<file path="src/include/flush_macros.svh">
`ifndef FLUSH_MACROS_SVH
`define FLUSH_MACROS_SVH

// program counter width, shared by every redirect source
`define FLUSH_PC_W 32

// apb address bus width
`define FLUSH_APB_AW 8

// apb data bus width
`define FLUSH_APB_DW 32

// width of each flush statistics counter
// must stay at or below FLUSH_APB_DW so a counter fits one read
`define FLUSH_CNT_W 16

`endif

</file>
<file path="src/rtl/apb_pkg.sv">
`include "flush_macros.svh"

package apb_pkg;

    typedef logic [`FLUSH_APB_AW-1:0] apb_addr_t;
    typedef logic [`FLUSH_APB_DW-1:0] apb_data_t;

    // register map of the flush status block
    typedef enum logic [`FLUSH_APB_AW-1:0] {
        reg_last_cause = `FLUSH_APB_AW'h00,
        reg_front_cnt  = `FLUSH_APB_AW'h04,
        reg_back_cnt   = `FLUSH_APB_AW'h08,
        reg_clear      = `FLUSH_APB_AW'h0C
    } flush_reg_e;

endpackage

</file>
<file path="src/rtl/pipe_pkg.sv">
`include "flush_macros.svh"

package pipe_pkg;

    // flush reason code, zero means none or unspecified
    typedef logic [1:0] flush_cause_t;

    parameter flush_cause_t CAUSE_NONE = 2'b00;

    // program counter
    typedef logic [`FLUSH_PC_W-1:0] pc_t;

    // saturating statistics counter
    typedef logic [`FLUSH_CNT_W-1:0] flush_cnt_t;

    // redirect source, listed in priority order
    // wb first, then privilege, then the execute stages and so on up the pipe
    typedef enum logic [2:0] {
        src_wb       = 3'd0,
        src_priv     = 3'd1,
        src_ex2      = 3'd2,
        src_ex1      = 3'd3,
        src_reg      = 3'd4,
        src_id       = 3'd5,
        src_if1_fifo = 3'd6,
        src_if1      = 3'd7
    } redirect_src_e;

endpackage

</file>
<file path="src/rtl/flush_ctrl_top.sv">
`timescale 1ns/1ps

module flush_ctrl_top (
    input  logic                    clk,
    input  logic                    reset,

    input  logic                    flush_from_wb,
    input  logic                    flush_from_ex2,
    input  logic                    flush_from_ex1,
    input  logic                    flush_from_reg,
    input  logic                    flush_from_id,
    input  logic                    flush_from_if1_fifo,
    input  logic                    flush_from_if1,
    input  logic                    flush_by_priv,
    input  pipe_pkg::flush_cause_t  flush_cause_from_wb,
    input  pipe_pkg::flush_cause_t  flush_cause_from_ex1,

    input  pipe_pkg::pc_t           pc_wb,
    input  pipe_pkg::pc_t           pc_priv,
    input  pipe_pkg::pc_t           pc_ex2,
    input  pipe_pkg::pc_t           pc_ex1,
    input  pipe_pkg::pc_t           pc_reg,
    input  pipe_pkg::pc_t           pc_id,
    input  pipe_pkg::pc_t           pc_if1_fifo,
    input  pipe_pkg::pc_t           pc_if1,

    output pipe_pkg::flush_cause_t  flush_cause,
    output logic                    flush_to_ex2_wb,
    output logic                    flush_to_ex1_ex2,
    output logic                    flush_to_reg_ex1,
    output logic                    flush_to_id_reg,
    output logic                    flush_to_fifo_id,
    output logic                    flush_to_fifo,
    output logic                    flush_to_if1_fifo,
    output logic                    flush_to_if0_if1,
    output logic                    flush_to_if0,
    output logic                    flush_to_tlb,
    output logic                    flush_to_icache,
    output logic                    flush_to_dcache,
    output logic                    flush_to_btb,

    output logic                    redirect_valid,
    output pipe_pkg::pc_t           redirect_pc,
    output pipe_pkg::redirect_src_e redirect_src,

    input  logic                    psel,
    input  logic                    penable,
    input  logic                    pwrite,
    input  apb_pkg::apb_addr_t      paddr,
    input  apb_pkg::apb_data_t      pwdata,
    output apb_pkg::apb_data_t      prdata,
    output logic                    pready,
    output logic                    pslverr
);

    hazard_unit u_hazard_unit (
        .flush_from_wb        (flush_from_wb),
        .flush_from_ex2       (flush_from_ex2),
        .flush_from_ex1       (flush_from_ex1),
        .flush_from_reg       (flush_from_reg),
        .flush_from_id        (flush_from_id),
        .flush_from_if1_fifo  (flush_from_if1_fifo),
        .flush_from_if1       (flush_from_if1),
        .flush_by_priv        (flush_by_priv),
        .flush_cause_from_wb  (flush_cause_from_wb),
        .flush_cause_from_ex1 (flush_cause_from_ex1),
        .flush_cause          (flush_cause),
        .flush_to_ex2_wb      (flush_to_ex2_wb),
        .flush_to_ex1_ex2     (flush_to_ex1_ex2),
        .flush_to_reg_ex1     (flush_to_reg_ex1),
        .flush_to_id_reg      (flush_to_id_reg),
        .flush_to_fifo_id     (flush_to_fifo_id),
        .flush_to_fifo        (flush_to_fifo),
        .flush_to_if1_fifo    (flush_to_if1_fifo),
        .flush_to_if0_if1     (flush_to_if0_if1),
        .flush_to_if0         (flush_to_if0),
        .flush_to_tlb         (flush_to_tlb),
        .flush_to_icache      (flush_to_icache),
        .flush_to_dcache      (flush_to_dcache),
        .flush_to_btb         (flush_to_btb)
    );

    redirect_select u_redirect_select (
        .clk                 (clk),
        .reset               (reset),
        .flush_from_wb       (flush_from_wb),
        .flush_by_priv       (flush_by_priv),
        .flush_from_ex2      (flush_from_ex2),
        .flush_from_ex1      (flush_from_ex1),
        .flush_from_reg      (flush_from_reg),
        .flush_from_id       (flush_from_id),
        .flush_from_if1_fifo (flush_from_if1_fifo),
        .flush_from_if1      (flush_from_if1),
        .pc_wb               (pc_wb),
        .pc_priv             (pc_priv),
        .pc_ex2              (pc_ex2),
        .pc_ex1              (pc_ex1),
        .pc_reg              (pc_reg),
        .pc_id               (pc_id),
        .pc_if1_fifo         (pc_if1_fifo),
        .pc_if1              (pc_if1),
        .redirect_valid      (redirect_valid),
        .redirect_pc         (redirect_pc),
        .redirect_src        (redirect_src)
    );

    // statistics watch the front end restart and the back end kill
    flush_status_regs u_flush_status_regs (
        .clk              (clk),
        .reset            (reset),
        .psel             (psel),
        .penable          (penable),
        .pwrite           (pwrite),
        .paddr            (paddr),
        .pwdata           (pwdata),
        .prdata           (prdata),
        .pready           (pready),
        .pslverr          (pslverr),
        .flush_to_if0     (flush_to_if0),
        .flush_to_reg_ex1 (flush_to_reg_ex1),
        .flush_cause      (flush_cause)
    );

endmodule

</file>
<file path="src/rtl/flush_status_regs.sv">
`timescale 1ns/1ps
`include "flush_macros.svh"

module flush_status_regs (
    input  logic                   clk,
    input  logic                   reset,

    input  logic                   psel,
    input  logic                   penable,
    input  logic                   pwrite,
    input  apb_pkg::apb_addr_t     paddr,
    input  apb_pkg::apb_data_t     pwdata,
    output apb_pkg::apb_data_t     prdata,
    output logic                   pready,
    output logic                   pslverr,

    input  logic                   flush_to_if0,
    input  logic                   flush_to_reg_ex1,
    input  pipe_pkg::flush_cause_t flush_cause
);

    localparam int PAD_CNT   = `FLUSH_APB_DW - `FLUSH_CNT_W;
    localparam int PAD_CAUSE = `FLUSH_APB_DW - $bits(pipe_pkg::flush_cause_t);

    pipe_pkg::flush_cnt_t   front_cnt;
    pipe_pkg::flush_cnt_t   back_cnt;
    pipe_pkg::flush_cause_t last_cause;

    logic               setup;
    logic               clear_req;
    logic               mapped;
    apb_pkg::apb_data_t rd_mux;

    // no wait states
    assign pready = 1'b1;

    assign setup     = psel & ~penable;
    assign clear_req = psel & penable & pwrite & (paddr == apb_pkg::reg_clear) & pwdata[0];

    always_comb begin
        mapped = 1'b1;
        rd_mux = '0;
        case (paddr)
            apb_pkg::reg_last_cause: rd_mux = {{PAD_CAUSE{1'b0}}, last_cause};
            apb_pkg::reg_front_cnt:  rd_mux = {{PAD_CNT{1'b0}}, front_cnt};
            apb_pkg::reg_back_cnt:   rd_mux = {{PAD_CNT{1'b0}}, back_cnt};
            // clear is write only and reads back as zero
            apb_pkg::reg_clear:      rd_mux = '0;
            default:                 mapped = 1'b0;
        endcase
    end

    // read data and error are sampled in setup, presented in access
    always_ff @(posedge clk) begin
        if (reset) begin
            pslverr <= 1'b0;
        end else begin
            pslverr <= setup & ~mapped;
        end
    end

    always_ff @(posedge clk) begin
        if (setup) begin
            prdata <= rd_mux;
        end
    end

    // counters stick at all ones rather than roll over
    always_ff @(posedge clk) begin
        if (reset || clear_req) begin
            front_cnt  <= '0;
            back_cnt   <= '0;
            last_cause <= pipe_pkg::CAUSE_NONE;
        end else begin
            if (flush_to_if0 && front_cnt != '1) begin
                front_cnt <= front_cnt + 1'b1;
            end
            if (flush_to_reg_ex1 && back_cnt != '1) begin
                back_cnt <= back_cnt + 1'b1;
            end
            if (flush_to_reg_ex1) begin
                last_cause <= flush_cause;
            end
        end
    end

    a_penable_needs_psel: assert property (
        @(posedge clk) disable iff (reset)
        penable |-> psel
    );

    a_front_no_wrap: assert property (
        @(posedge clk) disable iff (reset)
        !clear_req |=> front_cnt >= $past(front_cnt)
    );

    a_back_no_wrap: assert property (
        @(posedge clk) disable iff (reset)
        !clear_req |=> back_cnt >= $past(back_cnt)
    );

endmodule

</file>
<file path="src/rtl/hazard_unit.sv">
`timescale 1ns/1ps

module hazard_unit (
    input  logic                 flush_from_wb,
    input  logic                 flush_from_ex2,
    input  logic                 flush_from_ex1,
    input  logic                 flush_from_reg,
    input  logic                 flush_from_id,
    input  logic                 flush_from_if1_fifo,
    input  logic                 flush_from_if1,
    input  logic                 flush_by_priv,

    input  pipe_pkg::flush_cause_t flush_cause_from_wb,
    input  pipe_pkg::flush_cause_t flush_cause_from_ex1,

    output pipe_pkg::flush_cause_t flush_cause,

    output logic                 flush_to_ex2_wb,
    output logic                 flush_to_ex1_ex2,
    output logic                 flush_to_reg_ex1,
    output logic                 flush_to_id_reg,
    output logic                 flush_to_fifo_id,
    output logic                 flush_to_fifo,
    output logic                 flush_to_if1_fifo,
    output logic                 flush_to_if0_if1,
    output logic                 flush_to_if0,
    output logic                 flush_to_tlb,
    output logic                 flush_to_icache,
    output logic                 flush_to_dcache,
    output logic                 flush_to_btb
);

    // wb cause wins over ex1, nothing else reports a cause
    assign flush_cause = flush_from_wb  ? flush_cause_from_wb  :
                         flush_from_ex1 ? flush_cause_from_ex1 :
                                          pipe_pkg::CAUSE_NONE;

    // back end registers, oldest first
    assign flush_to_ex2_wb  = flush_from_wb;

    assign flush_to_ex1_ex2 = flush_from_wb | flush_from_ex2;

    // priv joins here, ex1/ex2 is left alone on a privilege flush
    assign flush_to_reg_ex1 = flush_from_wb | flush_from_ex2 |
                              flush_from_ex1 | flush_by_priv;

    assign flush_to_id_reg  = flush_from_wb | flush_from_ex2 |
                              flush_from_ex1 | flush_by_priv |
                              flush_from_reg;

    // fifo and its output register share one condition
    assign flush_to_fifo_id = flush_from_wb | flush_from_ex2 |
                              flush_from_ex1 | flush_by_priv |
                              flush_from_reg | flush_from_id;

    assign flush_to_fifo    = flush_to_fifo_id;

    // if1 to fifo is only cleared by wb, priv or ex1
    // ex2, reg and id redirects let the fifo input drain
    assign flush_to_if1_fifo = flush_from_wb | flush_by_priv | flush_from_ex1;

    // front end, any request restarts fetch
    assign flush_to_if0_if1 = flush_from_wb | flush_by_priv |
                              flush_from_ex2 | flush_from_ex1 |
                              flush_from_reg | flush_from_id |
                              flush_from_if1_fifo | flush_from_if1;

    assign flush_to_if0     = flush_to_if0_if1;

    // structures track the pipeline register nearest to them
    assign flush_to_tlb     = flush_to_reg_ex1;
    assign flush_to_dcache  = flush_to_reg_ex1;
    assign flush_to_icache  = flush_to_if0_if1;
    assign flush_to_btb     = flush_to_if0_if1;

endmodule

</file>
<file path="src/rtl/redirect_select.sv">
`timescale 1ns/1ps

module redirect_select (
    input  logic                    clk,
    input  logic                    reset,

    input  logic                    flush_from_wb,
    input  logic                    flush_by_priv,
    input  logic                    flush_from_ex2,
    input  logic                    flush_from_ex1,
    input  logic                    flush_from_reg,
    input  logic                    flush_from_id,
    input  logic                    flush_from_if1_fifo,
    input  logic                    flush_from_if1,

    input  pipe_pkg::pc_t           pc_wb,
    input  pipe_pkg::pc_t           pc_priv,
    input  pipe_pkg::pc_t           pc_ex2,
    input  pipe_pkg::pc_t           pc_ex1,
    input  pipe_pkg::pc_t           pc_reg,
    input  pipe_pkg::pc_t           pc_id,
    input  pipe_pkg::pc_t           pc_if1_fifo,
    input  pipe_pkg::pc_t           pc_if1,

    output logic                    redirect_valid,
    output pipe_pkg::pc_t           redirect_pc,
    output pipe_pkg::redirect_src_e redirect_src
);

    logic                    any_req;
    logic [7:0]              req_vec;
    pipe_pkg::redirect_src_e sel_src;
    pipe_pkg::pc_t           sel_pc;

    // request lines indexed by their redirect source code
    assign req_vec = {flush_from_if1, flush_from_if1_fifo, flush_from_id, flush_from_reg,
                      flush_from_ex1, flush_from_ex2, flush_by_priv, flush_from_wb};

    assign any_req = |req_vec;

    // oldest requester owns the redirect
    always_comb begin
        sel_src = pipe_pkg::src_if1;
        sel_pc  = pc_if1;
        if (flush_from_wb) begin
            sel_src = pipe_pkg::src_wb;
            sel_pc  = pc_wb;
        end else if (flush_by_priv) begin
            sel_src = pipe_pkg::src_priv;
            sel_pc  = pc_priv;
        end else if (flush_from_ex2) begin
            sel_src = pipe_pkg::src_ex2;
            sel_pc  = pc_ex2;
        end else if (flush_from_ex1) begin
            sel_src = pipe_pkg::src_ex1;
            sel_pc  = pc_ex1;
        end else if (flush_from_reg) begin
            sel_src = pipe_pkg::src_reg;
            sel_pc  = pc_reg;
        end else if (flush_from_id) begin
            sel_src = pipe_pkg::src_id;
            sel_pc  = pc_id;
        end else if (flush_from_if1_fifo) begin
            sel_src = pipe_pkg::src_if1_fifo;
            sel_pc  = pc_if1_fifo;
        end
    end

    always_ff @(posedge clk) begin
        if (reset) begin
            redirect_valid <= 1'b0;
            redirect_src   <= pipe_pkg::src_wb;
        end else begin
            redirect_valid <= any_req;
            redirect_src   <= sel_src;
        end
    end

    // pc only matters while redirect_valid is high
    always_ff @(posedge clk) begin
        redirect_pc <= sel_pc;
    end

    // the source named with a redirect was requesting one cycle earlier
    a_valid_follows_req: assert property (
        @(posedge clk) disable iff (reset)
        redirect_valid |-> (($past(req_vec) >> redirect_src) & 8'h01) != 8'h00
    );

endmodule

</file>
<file path="config.mk">
export PLATFORM = sky130hd
export DESIGN_NAME = flush_ctrl_top
export DESIGN_NICKNAME = d
export VERILOG_FILES = /design/src/rtl/apb_pkg.sv /design/src/rtl/pipe_pkg.sv /design/src/rtl/flush_ctrl_top.sv /design/src/rtl/flush_status_regs.sv /design/src/rtl/hazard_unit.sv /design/src/rtl/redirect_select.sv
export VERILOG_INCLUDE_DIRS = /design/src /design/src/include
export SDC_FILE = /design/constraint.sdc
export NUM_CORES = 1
export LEC_CHECK = 0
export BUFFER_PORTS_ARGS = -buffer_cell sky130_fd_sc_hd__buf_2
export CAP_MARGIN = 40
export CORE_AREA = 8 8 150 152
export CTS_CLUSTER_DIAMETER = 120
export CTS_CLUSTER_SIZE = 30
export DETAILED_ROUTE_END_ITERATION = 6
export DIE_AREA = 0 0 158 160
export HOLD_SLACK_MARGIN = 0.12
export PLACE_DENSITY_LB_ADDON = 0.05
export RECOVER_POWER = 100
export SYNTH_ARGS = -nofsm -noshare
export SYNTH_HDL_FRONTEND = slang
export SYNTH_HIERARCHICAL = 1
export SYNTH_SLANG_ARGS = --single-unit
</file>
<file path="constraint.sdc">
create_clock -name clk -period 3.05 [get_ports clk]
set_input_delay 0.915 -clock clk [delete_from_list [all_inputs] [get_ports clk]]
set_output_delay 0.915 -clock clk [all_outputs]
set_load 0.02 [all_outputs]
</file>
* Word level (Yosys, flattened, before mapping)
Index checks and enable logic that the tools add are counted.
** Word-level totals
- Input bits :: 313
- Output and inout port bits :: 85
- Bits in registers :: 103
- Logic and storage cells :: 64
** Cells by class
- Eq/ne operators :: 5
- Bitwise operators :: 21
- $add $sub $neg :: 2
- Reduce and logical (&&, ||, !) cells :: 9
- Mux-type cells :: 17
** Operators by type and width (number)
- $mux W32 :: 7
- $pmux W16 S3 :: 1
- $add A16 B1 Y16 const B :: 2
- $ne A16 B16 Y1 const B :: 2
- $eq A8 B4 Y1 const B :: 2
- $or A1 B1 Y1 :: 13
- $eq A8 B3 Y1 const B :: 1
- $logic_not A8 Y1 :: 1
- $mux W2 :: 4
- $reduce_or A8 Y1 :: 1
- $and A1 B1 Y1 :: 6
- $mux W3 :: 2
- $reduce_or A5 Y1 :: 1
- $reduce_or A4 Y1 :: 1
- $mux W1 :: 3
- $reduce_or A3 Y1 :: 1
- $logic_and A1 B1 Y1 :: 2
- $not A1 Y1 :: 2
- $reduce_or A2 Y1 :: 1
- $logic_or A1 B1 Y1 :: 1

* Longest topological paths before layout
Gate-level depths: netlist of the first run.
- Depth in word-level cells :: 8
- Gate-level depth with buffers :: 8
- Gate-level depth less buffers :: 6

* Modules after synthesis
Netlist of the first run, hierarchy kept.
** Modules (own cells, without submodules)
- redirect_select :: times used 1, area each 2770.2 µm², seq. area each 720.7 µm², cells each 285
- flush_status_regs :: times used 1, area each 2565.0 µm², seq. area each 1181.1 µm², cells each 267
- hazard_unit :: times used 1, area each 142.6 µm², seq. area each 0.0 µm², cells each 22

* Worst setup path before layout of the first run
OpenSTA, ideal clock, no wires.
- Path kind :: input to register
- Start point :: input port flush_from_reg
- End point :: register u_flush_status_regs.front_cnt[13]
- Setup slack :: 0.403 ns
- Buffers on the path :: 2
- Cell stages on the path :: 8
- Setup time :: 0.070 ns
- Data required time :: 2.980 ns
- Arrival time :: 2.577 ns
- Path through :: nor2_1 > nand3_2 > buf_4 > buf_2 > nand4_1 > or4_4 > or4_1 > a21oi_1
** Between the ends
- Cells in the longest elaborated chain, start to end :: 5
** Ends and longest elaborated chain
- start, declared :: RTL line flush_ctrl_top.sv:10 : input logic flush_from_reg,
- $or A1 B1 Y1 :: RTL line hazard_unit.sv:64 : flush_from_ex2 | flush_from_ex1 |
- $or A1 B1 Y1 (2 in series) :: RTL line hazard_unit.sv:65 : flush_from_reg | flush_from_id |
- $or A1 B1 Y1 :: RTL line hazard_unit.sv:66 : flush_from_if1_fifo | flush_from_if1;
- via flush_to_btb :: RTL line flush_ctrl_top.sv:40 : output logic flush_to_btb,
- $logic_and A1 B1 Y1 :: RTL line flush_status_regs.sv:75 : if (flush_to_if0 && front_cnt != '1) begin
- end signal, assigned :: RTL line flush_status_regs.sv:76 : front_cnt <= front_cnt + 1'b1;
- end, declared :: RTL line flush_status_regs.sv:25 : pipe_pkg::flush_cnt_t front_cnt;
The timed path passes the listed nets, and every way through them passes these cells.
A chain may end at the register's enable or synchronous reset.

* Final worst setup path of the first run
- Start point :: input port flush_from_ex1
- End point :: output port flush_cause[0]
** Between the ends
- Cells in the longest elaborated chain, start to end :: 2
** Ends and longest elaborated chain
- start, declared :: RTL line flush_ctrl_top.sv:9 : input logic flush_from_ex1,
- $mux W2 :: RTL line hazard_unit.sv:35 : flush_from_ex1 ? flush_cause_from_ex1 :
- $mux W2 :: RTL line hazard_unit.sv:34 : assign flush_cause = flush_from_wb ? flush_cause_from_wb :
- end, declared :: RTL line flush_ctrl_top.sv:27 : output pipe_pkg::flush_cause_t flush_cause,
Every way passes these cells.

==> metrics.cfg, run 1 <==
[worst_setup_path]
r2r_setup_slack_ns = 0.92
worstPathRequired_ns = 2.13
path_cells = buf_2, buf_4, nand2_1, o21ai_0, clkbuf_1
slowest_delay_ns = 0.34
r2r-end = u_flush_status_regs/front_cnt[1]$_SDFFE_PP0P_
r2r_start = u_flush_status_regs/front_cnt[0]$_SDFFE_PP0P_
worst-path-max-fanout = 9
cp.arrival_ns = 1.91
critPathLaunchType = primary input
r2r_cells = 5
cp_slowest_cell = o21ai_0
critPathKind = in -> out
critPathCaptureType = output port

[status]
status = finished, final reports clean

[logic_synthesis]
syn_avg_cell_area_um2 = 9.543
netlist_top_cells_area = dfxtp_1 26%, edfxtp_1 8.8%, a221oi_2 7.7%
synth_cells = 574
yosysMostFrequentCell = dfxtp_1
synthFlopType = dfxtp_1
synth_top_cells_by_count = 71 x dfxtp_1, 57 x a21oi_1, 38 x mux2i_1
synth-edff-count = 16
ys_types = 62
synth_seq_cells = 87
async_reset_ff_frac = 0
synthesis.area_um2 = 5478
synth_top_area_share = 0.2595
seq_area_frac_synth = 0.3472
synth_top_area_cell = dfxtp_1
yosys_warnings = 6

[global_route]
grt_overflow = 0
antenna_found_initial = 12
grt_pass1_vias = 6646
grt_max_degree = 35
grt_pass1_wl_um = 40310
grt_usage = 0.2117

[floorplanning]
die_w_um = 158
coreArea_um2 = 20040
dieArea_um2 = 25280
initial_core_util = 0.2734
top_level_ports = 398
die_h_um = 160
rows = 52

[sta]
tns_ns = 0
fmax_mhz = 354.3
worst_pin_slew_ns = 1.402
hold_violations = 0
layout_setup_ws_ns = 0.2273
fin_worst_skew_ns = 0.005607
slew_headroom = 0.06514
finalSetupViolCount = 0
maxSlewViolCount = 0
final.min_clock_period_ns = 2.823
rsz0062_at_grt = no
timing.final.crit_share = 0.9255

[routing]
routed_wl_um = 27330
wl_per_cell_um = 22.93
ant_nets = 0
drt_iter0_markers = 372
via_per_inst = 5.237
drc = 0
drt_pre_antenna_iters = 4
vias = 6243

[place]
numPortBuffers = 349
routabilityCongestion = 0.9030
dpl_cell_area_um2 = 7347
post-place-ws_ns = 0.1411
dp_hpwl_um = 22200

[final_layout]
final_core_util = 0.3724
final_area_um2 = 7463
fill_cells = 2206
layout.nets = 1219
final_layout_size_suffix_gt1_frac = 0.3762
areaGrowthSynthToFinish_pct = 36.25

[clock_network]
numCtsBuffers = 9
path_clk_slew_ns = 0.06
post_cts_buffers = 0
postCtsHoldBufs = 0
clkSinkCount = 87
ctsResizeCount = 0
clock_latency_ns = 0.35
cts_buffer_depth = 2
root_buffer = clkbuf_16
h-tree-depth = 3
cts_tree = built

[power]
vdd_drop_max_uv = 256.7
netSwitchingFraction = 0.3035
p_int_mw = 2.175
power.switching_mw = 0.9474
p_per_area_nw_per_um2 = 418.3
combPwrFrac = 0.217
cellLeakagePower_nw = 3.086
p_clk_frac = 0.378
p_seq_frac = 0.405

[hold_path]
hp-class = reg -> reg
holdPathStages = 2
whs_endpoint = u_flush_status_regs/last_cause[1]$_SDFFE_PP0P_
min_from = u_flush_status_regs/last_cause[1]$_SDFFE_PP0P_

[job]
maxCapViolations = 0

flip-flops by register name, summed over array words and instances, names as in the netlist:
| signal | count |
|---|---|
| u_redirect_select/redirect_src | 3 |
| u_flush_status_regs/prdata | 16 |
| u_flush_status_regs/front_cnt | 16 |
| u_redirect_select/redirect_valid | 1 |
| u_flush_status_regs/pslverr | 1 |
| u_flush_status_regs/back_cnt | 16 |
| u_flush_status_regs/last_cause | 2 |
| u_redirect_select/redirect_pc | 32 |
placed cells by master, fill, tap and decap left out, types with 11 or more instances in the layout:
| cell type | instances |
|---|---|
| a221oi_1 | 22 |
| a21oi_1 | 57 |
| clkbuf_1 | 70 |
| a22o_1 | 14 |
| a21boi_1 | 21 |
| o22ai_1 | 31 |
| dfxtp_1 | 71 |
| mux2i_1 | 38 |
| nor2_1 | 23 |
| o21ai_0 | 11 |
| edfxtp_1 | 16 |
| o221ai_1 | 31 |
| nand2_1 | 19 |
| or3_1 | 13 |
| buf_2 | 282 |
| buf_4 | 16 |
| diode_2 | 13 |
| nand4_1 | 13 |
| conb_1 | 17 |
metal layers:
layer / vias up / routed length, µm / GRT usage
li1: 2931 / - / -
met2: 307 / 13070 / 0.3407
met3: 38 / 2498 / 0.06424
met5: - / 0 / 0
met4: 0 / 627 / 0.1063
met1: 2967 / 11140 / 0.2498
worst max-delay path by stage:
stage,cells after the start,slack [ns],start,to
floorplan,8,0.40,flush_from_reg,u_flush_status_regs/front_cnt[13]$_SDFFE_PP0P_
global placement,7,0.15,flush_by_priv,u_flush_status_regs/back_cnt[15]$_SDFFE_PP0P_
detailed placement,7,0.14,flush_by_priv,u_flush_status_regs/back_cnt[15]$_SDFFE_PP0P_
CTS,5,0.26,flush_from_ex1,flush_cause[0]
global route,5,0.13,flush_from_ex1,flush_cause[0]
finish,5,0.23,flush_from_ex1,flush_cause[0]
through the flow:
step	total power, mW	hold WS, ns	std cells
2_1_floorplan	1.651	0.4596	589
3_3_place_gp	2.000	0.4784	1163
3_5_place_dp	2.003	0.4941	1163
4_1_cts	3.212	0.5098	1179
5_1_grt	3.282	0.5691	1191
6_report	3.122	0.5173	1192
logic make-up (layout without fill, tap and decap cells):
kind of cell    after synthesis  in the layout  synth area share
compound gates              234            234            0.3346
xor+xnor                      4              4          0.006397
fa+ha+maj                     2              2          0.004568
buf+inv                      78            398           0.09776
flops                        87             87            0.3472
mux                          38             38           0.06944
other cells                   2             30          0.001371
simple gates                129            129            0.1386
worst max-delay path, delay by kind of cell:
family                 cells  cell delay, ns
AOI/OAI and AO/OA          1            0.34
and+or+nand+nor            1            0.06
buffers and inverters      3            0.59
power by group through the flow:
stage	registers, mW	clock network, mW	logic (mW)
global route	1.27	1.28	0.736
finish	1.26	1.18	0.678
floorplan	1.35	0	0.300
detailed placement	1.29	0	0.715
CTS	1.26	1.23	0.718
global placement	1.29	0	0.713
final cells by class:
type / instances / area [µm²] / share of cell area
Antenna cell: 13 / 32.53 / 0.004359
Clock buffer: 10 / 239.0 / 0.03202
Clock inverter: 6 / 76.32 / 0.01023
Inverter: 10 / 37.54 / 0.005029
Multi-Input combinational cell: 424 / 2994 / 0.4012
Sequential cell: 87 / 1902 / 0.2548
Tap cell: 270 / 337.8 / 0.04526
Timing Repair Buffer: 372 / 1844 / 0.2471
Power figures use the tool's default switching activity.
==> inputs of run 2 (changes only) <==
--- a/config.mk
+++ b/config.mk
@@ -6,13 +6,14 @@
 export SDC_FILE = /design/constraint.sdc
 export NUM_CORES = 1
 export LEC_CHECK = 0
+export ABC_AREA = 1
 export BUFFER_PORTS_ARGS = -buffer_cell sky130_fd_sc_hd__buf_2
 export CAP_MARGIN = 40
-export CORE_AREA = 8 8 150 152
+export CORE_AREA = 8 8 147 149
 export CTS_CLUSTER_DIAMETER = 120
 export CTS_CLUSTER_SIZE = 30
 export DETAILED_ROUTE_END_ITERATION = 6
-export DIE_AREA = 0 0 158 160
+export DIE_AREA = 0 0 155 157
 export HOLD_SLACK_MARGIN = 0.12
 export PLACE_DENSITY_LB_ADDON = 0.05
 export RECOVER_POWER = 100
==> metrics.cfg, run 2 <==
[routing]
routed_wl_um = 29080
dr_wl_met3_um = 2005
drc = 0
wirelength_met1_um = 11100
drt_iter0_markers = 445
top_layer = met5
vias = 7538
drt_pre_antenna_iters = 5
ant_nets = 0
wl_met2_um = 15360
wl_per_cell_um = 17.72
via_per_inst = 4.594

[logic_synthesis]
synthFlopType = dfxtp_1
seq_area_frac_synth = 0.3051
synth_top_area_share = 0.2280
synth-edff-count = 16
synth_seq_cells = 87
syn_avg_cell_area_um2 = 5.925
synth_cells = 1052
synth_top_area_cell = dfxtp_1
ys_types = 37
yosys_warnings = 6
synth_top_cells_by_count = 365 x nand2_1, 214 x nor2_1, 97 x nand3_1
async_reset_ff_frac = 0
synthesis.area_um2 = 6233
yosysMostFrequentCell = nand2_1
netlist_top_cells_area = dfxtp_1 23%, nand2_1 22%, nor2_1 13%

[sta]
slew_headroom = 0.3319
layout_setup_ws_ns = 0.2055
final.min_clock_period_ns = 2.844
rsz0062_at_grt = no
fmax_mhz = 351.6
timing.final.crit_share = 0.9326
fin_worst_skew_ns = 0.01249
holdWs_ns = 0.4780
finalSetupViolCount = 0
worst_pin_slew_ns = 0.9946
maxSlewViolCount = 0
tns_ns = 0
hold_violations = 0

[final_layout]
final_area_um2 = 8235
largest_reg_flops = 32
areaGrowthSynthToFinish_pct = 32.12
layout_commonest_cell = nand2_1
final_core_util = 0.4288
multi_input_area_um2 = 3655
ff_latch_area_um2 = 1902
layout.nets = 1683
fill_cells = 2253
final_layout_size_suffix_gt1_frac = 0.2476
final_cells = 1641
final_cell_mix = 368 x nand2_1, 282 x buf_2, 218 x nor2_1
regMostFlops = u_redirect_select/redirect_pc

[clock_network]
clock_latency_ns = 0.35
postCtsHoldBufs = 0
ctsResizeCount = 0
h-tree-depth = 3
post_cts_buffers = 0
cts_buffer_depth = 2
path_clk_slew_ns = 0.07
cts_tree = built
root_buffer = clkbuf_16
clkSinkCount = 87
numCtsBuffers = 9

[global_route]
grt_pass1_wl_um = 43410
grt_usage = 0.2331
antenna_found_initial = 8
grt_overflow = 0
grt_pass1_vias = 7338
grt_max_degree = 71

[place]
dpl_cell_area_um2 = 8041
dp_hpwl_um = 23580
numPortBuffers = 349
post-place-cells = 1622
post-place-ws_ns = 0.1760
routabilityCongestion = 0.8887

[power]
p_per_area_nw_per_um2 = 403.6
cellLeakagePower_nw = 4.085
vdd_drop_max_uv = 259.9
power.total_mw = 3.324

[worst_setup_path]
worst-path-max-fanout = 5
critPathCaptureType = output port
worstPathRequired_ns = 2.13
cp.arrival_ns = 1.93
critPathKind = in -> out
critPathLaunchType = primary input

[floorplanning]
coreArea_um2 = 19210
die_w_um = 155
rows = 51
die_h_um = 157
top_level_ports = 398
initial_core_util = 0.3245
dieArea_um2 = 24340

[job]
maxCapViolations = 0

[hold_path]
hp-class = reg -> reg

[status]
status = finished, final reports clean

[run 2: cell types whose count changed after synthesis, moves of 11 or more]
cell / delta
nand2_1: +346
a221oi_2: -28
inv_1: +40
nor2_1: +190
buf_2: +11
a22o_1: -14
a21oi_1: +20
mux2i_1: -38
o221ai_1: -31
a21boi_1: -27
o22ai_1: -25
or3_1: -13
nand3_1: +87
[run 2: final cells by class]
type | instances | share of cell area
multi-input cells | 850 | 0.4438
flip-flops and latches | 87 | 0.2309
repair buffers | 367 | 0.2211
well taps | 265 | 0.04026
clock buffers | 11 | 0.03342
inverters | 53 | 0.02446
clock inverters | 5 | 0.005166
diodes | 3 | 0.0009116
[run 2: layer usage]
metal  global-route usage  up-vias
li1                     -     3921
met1               0.2537     3331
met2               0.4343      241
met3              0.06252       35
met4              0.06720       10
met5                    0        -
[run 2: final timing paths]
kind	end	slack, ns	cells after the start	from
setup / recovery	flush_to_if0	0.21	6	flush_from_ex1
hold / removal	u_flush_status_regs/last_cause[0]$_SDFFE_PP0P_	0.48	2	u_flush_status_regs/last_cause[0]$_SDFFE_PP0P_
setup reg to reg	u_flush_status_regs/back_cnt[8]$_SDFFE_PP0P_	0.76	10	u_flush_status_regs/back_cnt[0]$_SDFFE_PP0P_
hold reg to reg	u_flush_status_regs/last_cause[0]$_SDFFE_PP0P_	0.48	2	u_flush_status_regs/last_cause[0]$_SDFFE_PP0P_
[run 2: power breakdown]
group | internal, mW | switching (mW) | leakage, nW
combinational | 0.312 | 0.493 | 3.19
sequential | 1.26 | 0.0724 | 0.743
clock | 0.661 | 0.525 | 0.153
total | 2.23 | 1.09 | 4.09
[run 2: worst max-delay path, cell delays in order]
cell and delay [ns]:
buf_2 0.15, nor2_2 0.18, nand2_1 0.13, nor2_4 0.12, nand3_2 0.20, clkbuf_2 0.23
[run 2: cell families after synthesis]
logic type	count (synthesis)	synth area share
xor+xnor	8	0.01124
compound gates	105	0.08792
simple gates	718	0.4781
fa+ha+maj	2	0.004014
flops	87	0.3051
buf+inv	130	0.1124
other cells	2	0.001205
==> inputs of run 3 (changes only) <==
--- a/config.mk
+++ b/config.mk
@@ -15,7 +15,7 @@
 export DETAILED_ROUTE_END_ITERATION = 6
 export DIE_AREA = 0 0 155 157
 export HOLD_SLACK_MARGIN = 0.12
-export PLACE_DENSITY_LB_ADDON = 0.05
+export PLACE_DENSITY = 0.7
 export RECOVER_POWER = 100
 export SYNTH_ARGS = -nofsm -noshare
 export SYNTH_HDL_FRONTEND = slang
==> metrics.cfg, run 3 (synthesized netlist as in run 2, its figures left out) <==
[floorplanning]
die_h_um = 157
dieArea_um2 = 24340
rows = 51
coreArea_um2 = 19210
die_w_um = 155
top_level_ports = 398
initial_core_util = 0.3245

[worst_setup_path]
r2r_setup_slack_ns = 1.29
cp_slowest_cell = clkbuf_2
path_cells = buf_2, nor2_1, nand2_2, nor2_4, nand3_2, clkbuf_2
critPathCaptureType = output port
r2r-end = u_flush_status_regs/front_cnt[7]$_SDFFE_PP0P_
critPathKind = in -> out
worstPathRequired_ns = 2.13
cp.arrival_ns = 1.96
worst-path-max-fanout = 5
slowest_delay_ns = 0.23
r2r_cells = 8
r2r_start = u_flush_status_regs/front_cnt[0]$_SDFFE_PP0P_
critPathLaunchType = primary input

[final_layout]
areaGrowthSynthToFinish_pct = 31.35
ff_latch_area_um2 = 1902
regMostFlops = u_redirect_select/redirect_pc
final_core_util = 0.4263
fill_cells = 2107
final_layout_size_suffix_gt1_frac = 0.2493
final_cell_mix = 367 x nand2_1, 281 x buf_2, 216 x nor2_1
multi_input_area_um2 = 3667
layout.nets = 1682
layout_commonest_cell = nand2_1
largest_reg_flops = 32

[hold_path]
hp-class = reg -> reg
min_from = u_flush_status_regs/last_cause[1]$_SDFFE_PP0P_
holdPathStages = 2
whs_endpoint = u_flush_status_regs/last_cause[1]$_SDFFE_PP0P_

[power]
power.total_mw = 3.197
cellLeakagePower_nw = 4.065
p_per_area_nw_per_um2 = 390.5
vdd_drop_max_uv = 252.5

[sta]
fin_worst_skew_ns = 0.008123
maxSlewViolCount = 0
finalSetupViolCount = 0
final.min_clock_period_ns = 2.873
slew_headroom = 0.3709
timing.final.crit_share = 0.9420
worst_pin_slew_ns = 0.9364
rsz0062_at_grt = no
fmax_mhz = 348.0
hold_violations = 0
tns_ns = 0
layout_setup_ws_ns = 0.1768

[global_route]
antenna_found_initial = 9
grt_max_degree = 39
grt_pass1_wl_um = 40250
grt_overflow = 0
grt_pass1_vias = 7435
grt_usage = 0.2123

[clock_network]
numCtsBuffers = 9
clock_latency_ns = 0.34
h-tree-depth = 3
root_buffer = clkbuf_16
cts_buffer_depth = 2
postCtsHoldBufs = 0
path_clk_slew_ns = 0.07
post_cts_buffers = 0
ctsResizeCount = 0
cts_tree = built
clkSinkCount = 87

[status]
status = finished, final reports clean

[routing]
routed_wl_um = 26840
drc = 0
wl_per_cell_um = 16.33
vias = 7738
via_per_inst = 4.710
drt_pre_antenna_iters = 5
drt_iter0_markers = 479
ant_nets = 0

[place]
dp_hpwl_um = 21700
numPortBuffers = 349
post-place-ws_ns = 0.2284
routabilityCongestion = 0.9250

[job]
maxCapViolations = 0

-- run 3: layout make-up --
cell class                      instances  area share
Clock buffer                           10     0.02796
Multi-Input combinational cell        850      0.4479
Clock inverter                          6    0.006265
Sequential cell                        87      0.2323
Inverter                               53     0.02460
Timing Repair Buffer                  366      0.2187
Antenna cell                            6    0.001834
Tap cell                              265     0.04050
-- run 3: where the power goes --
part           internal (mW)  total [mW]  switching, mW
combinational          0.308       0.796          0.488
sequential              1.26        1.33         0.0671
clock                  0.568        1.07          0.505
-- run 3: worst max path at each step --
stage                               from               end  slack (ns)  cells after the start
after floorplan           flush_from_ex1      flush_to_if0        0.45                      5
after detailed placement  flush_from_ex1   flush_to_icache        0.23                      6
final                     flush_from_ex1   flush_to_icache        0.18                      6
after CTS                 flush_from_ex1   flush_to_icache        0.22                      6
after global placement    flush_from_ex1   flush_to_icache        0.25                      6
after global routing      flush_from_ex1  flush_to_if0_if1        0.08                      6
-- run 3: per-layer routing --
metal  share of wire  global-route usage  up-vias
met5          0.0013                   0        -
met4           0.031             0.09566        6
met3           0.088             0.06526       60
met2            0.51              0.3711      350
met1            0.37              0.2331     3395
li1                -                   -     3927
-- run 3: through the flow --
step	instances	hold WS, ns	cell area, µm²
floorplan	1067	0.4406	6290
global placement	1621	0.4802	8009
detailed placement	1621	0.4852	8009
CTS	1637	0.4863	8289
global route	1643	0.5118	8188
finish	1643	0.4784	8188
-- run 3: critical path, delay by kind of cell --
kind                   cells  cell delay, ns
buffers and inverters      2            0.37
and+or+nand+nor            4            0.66
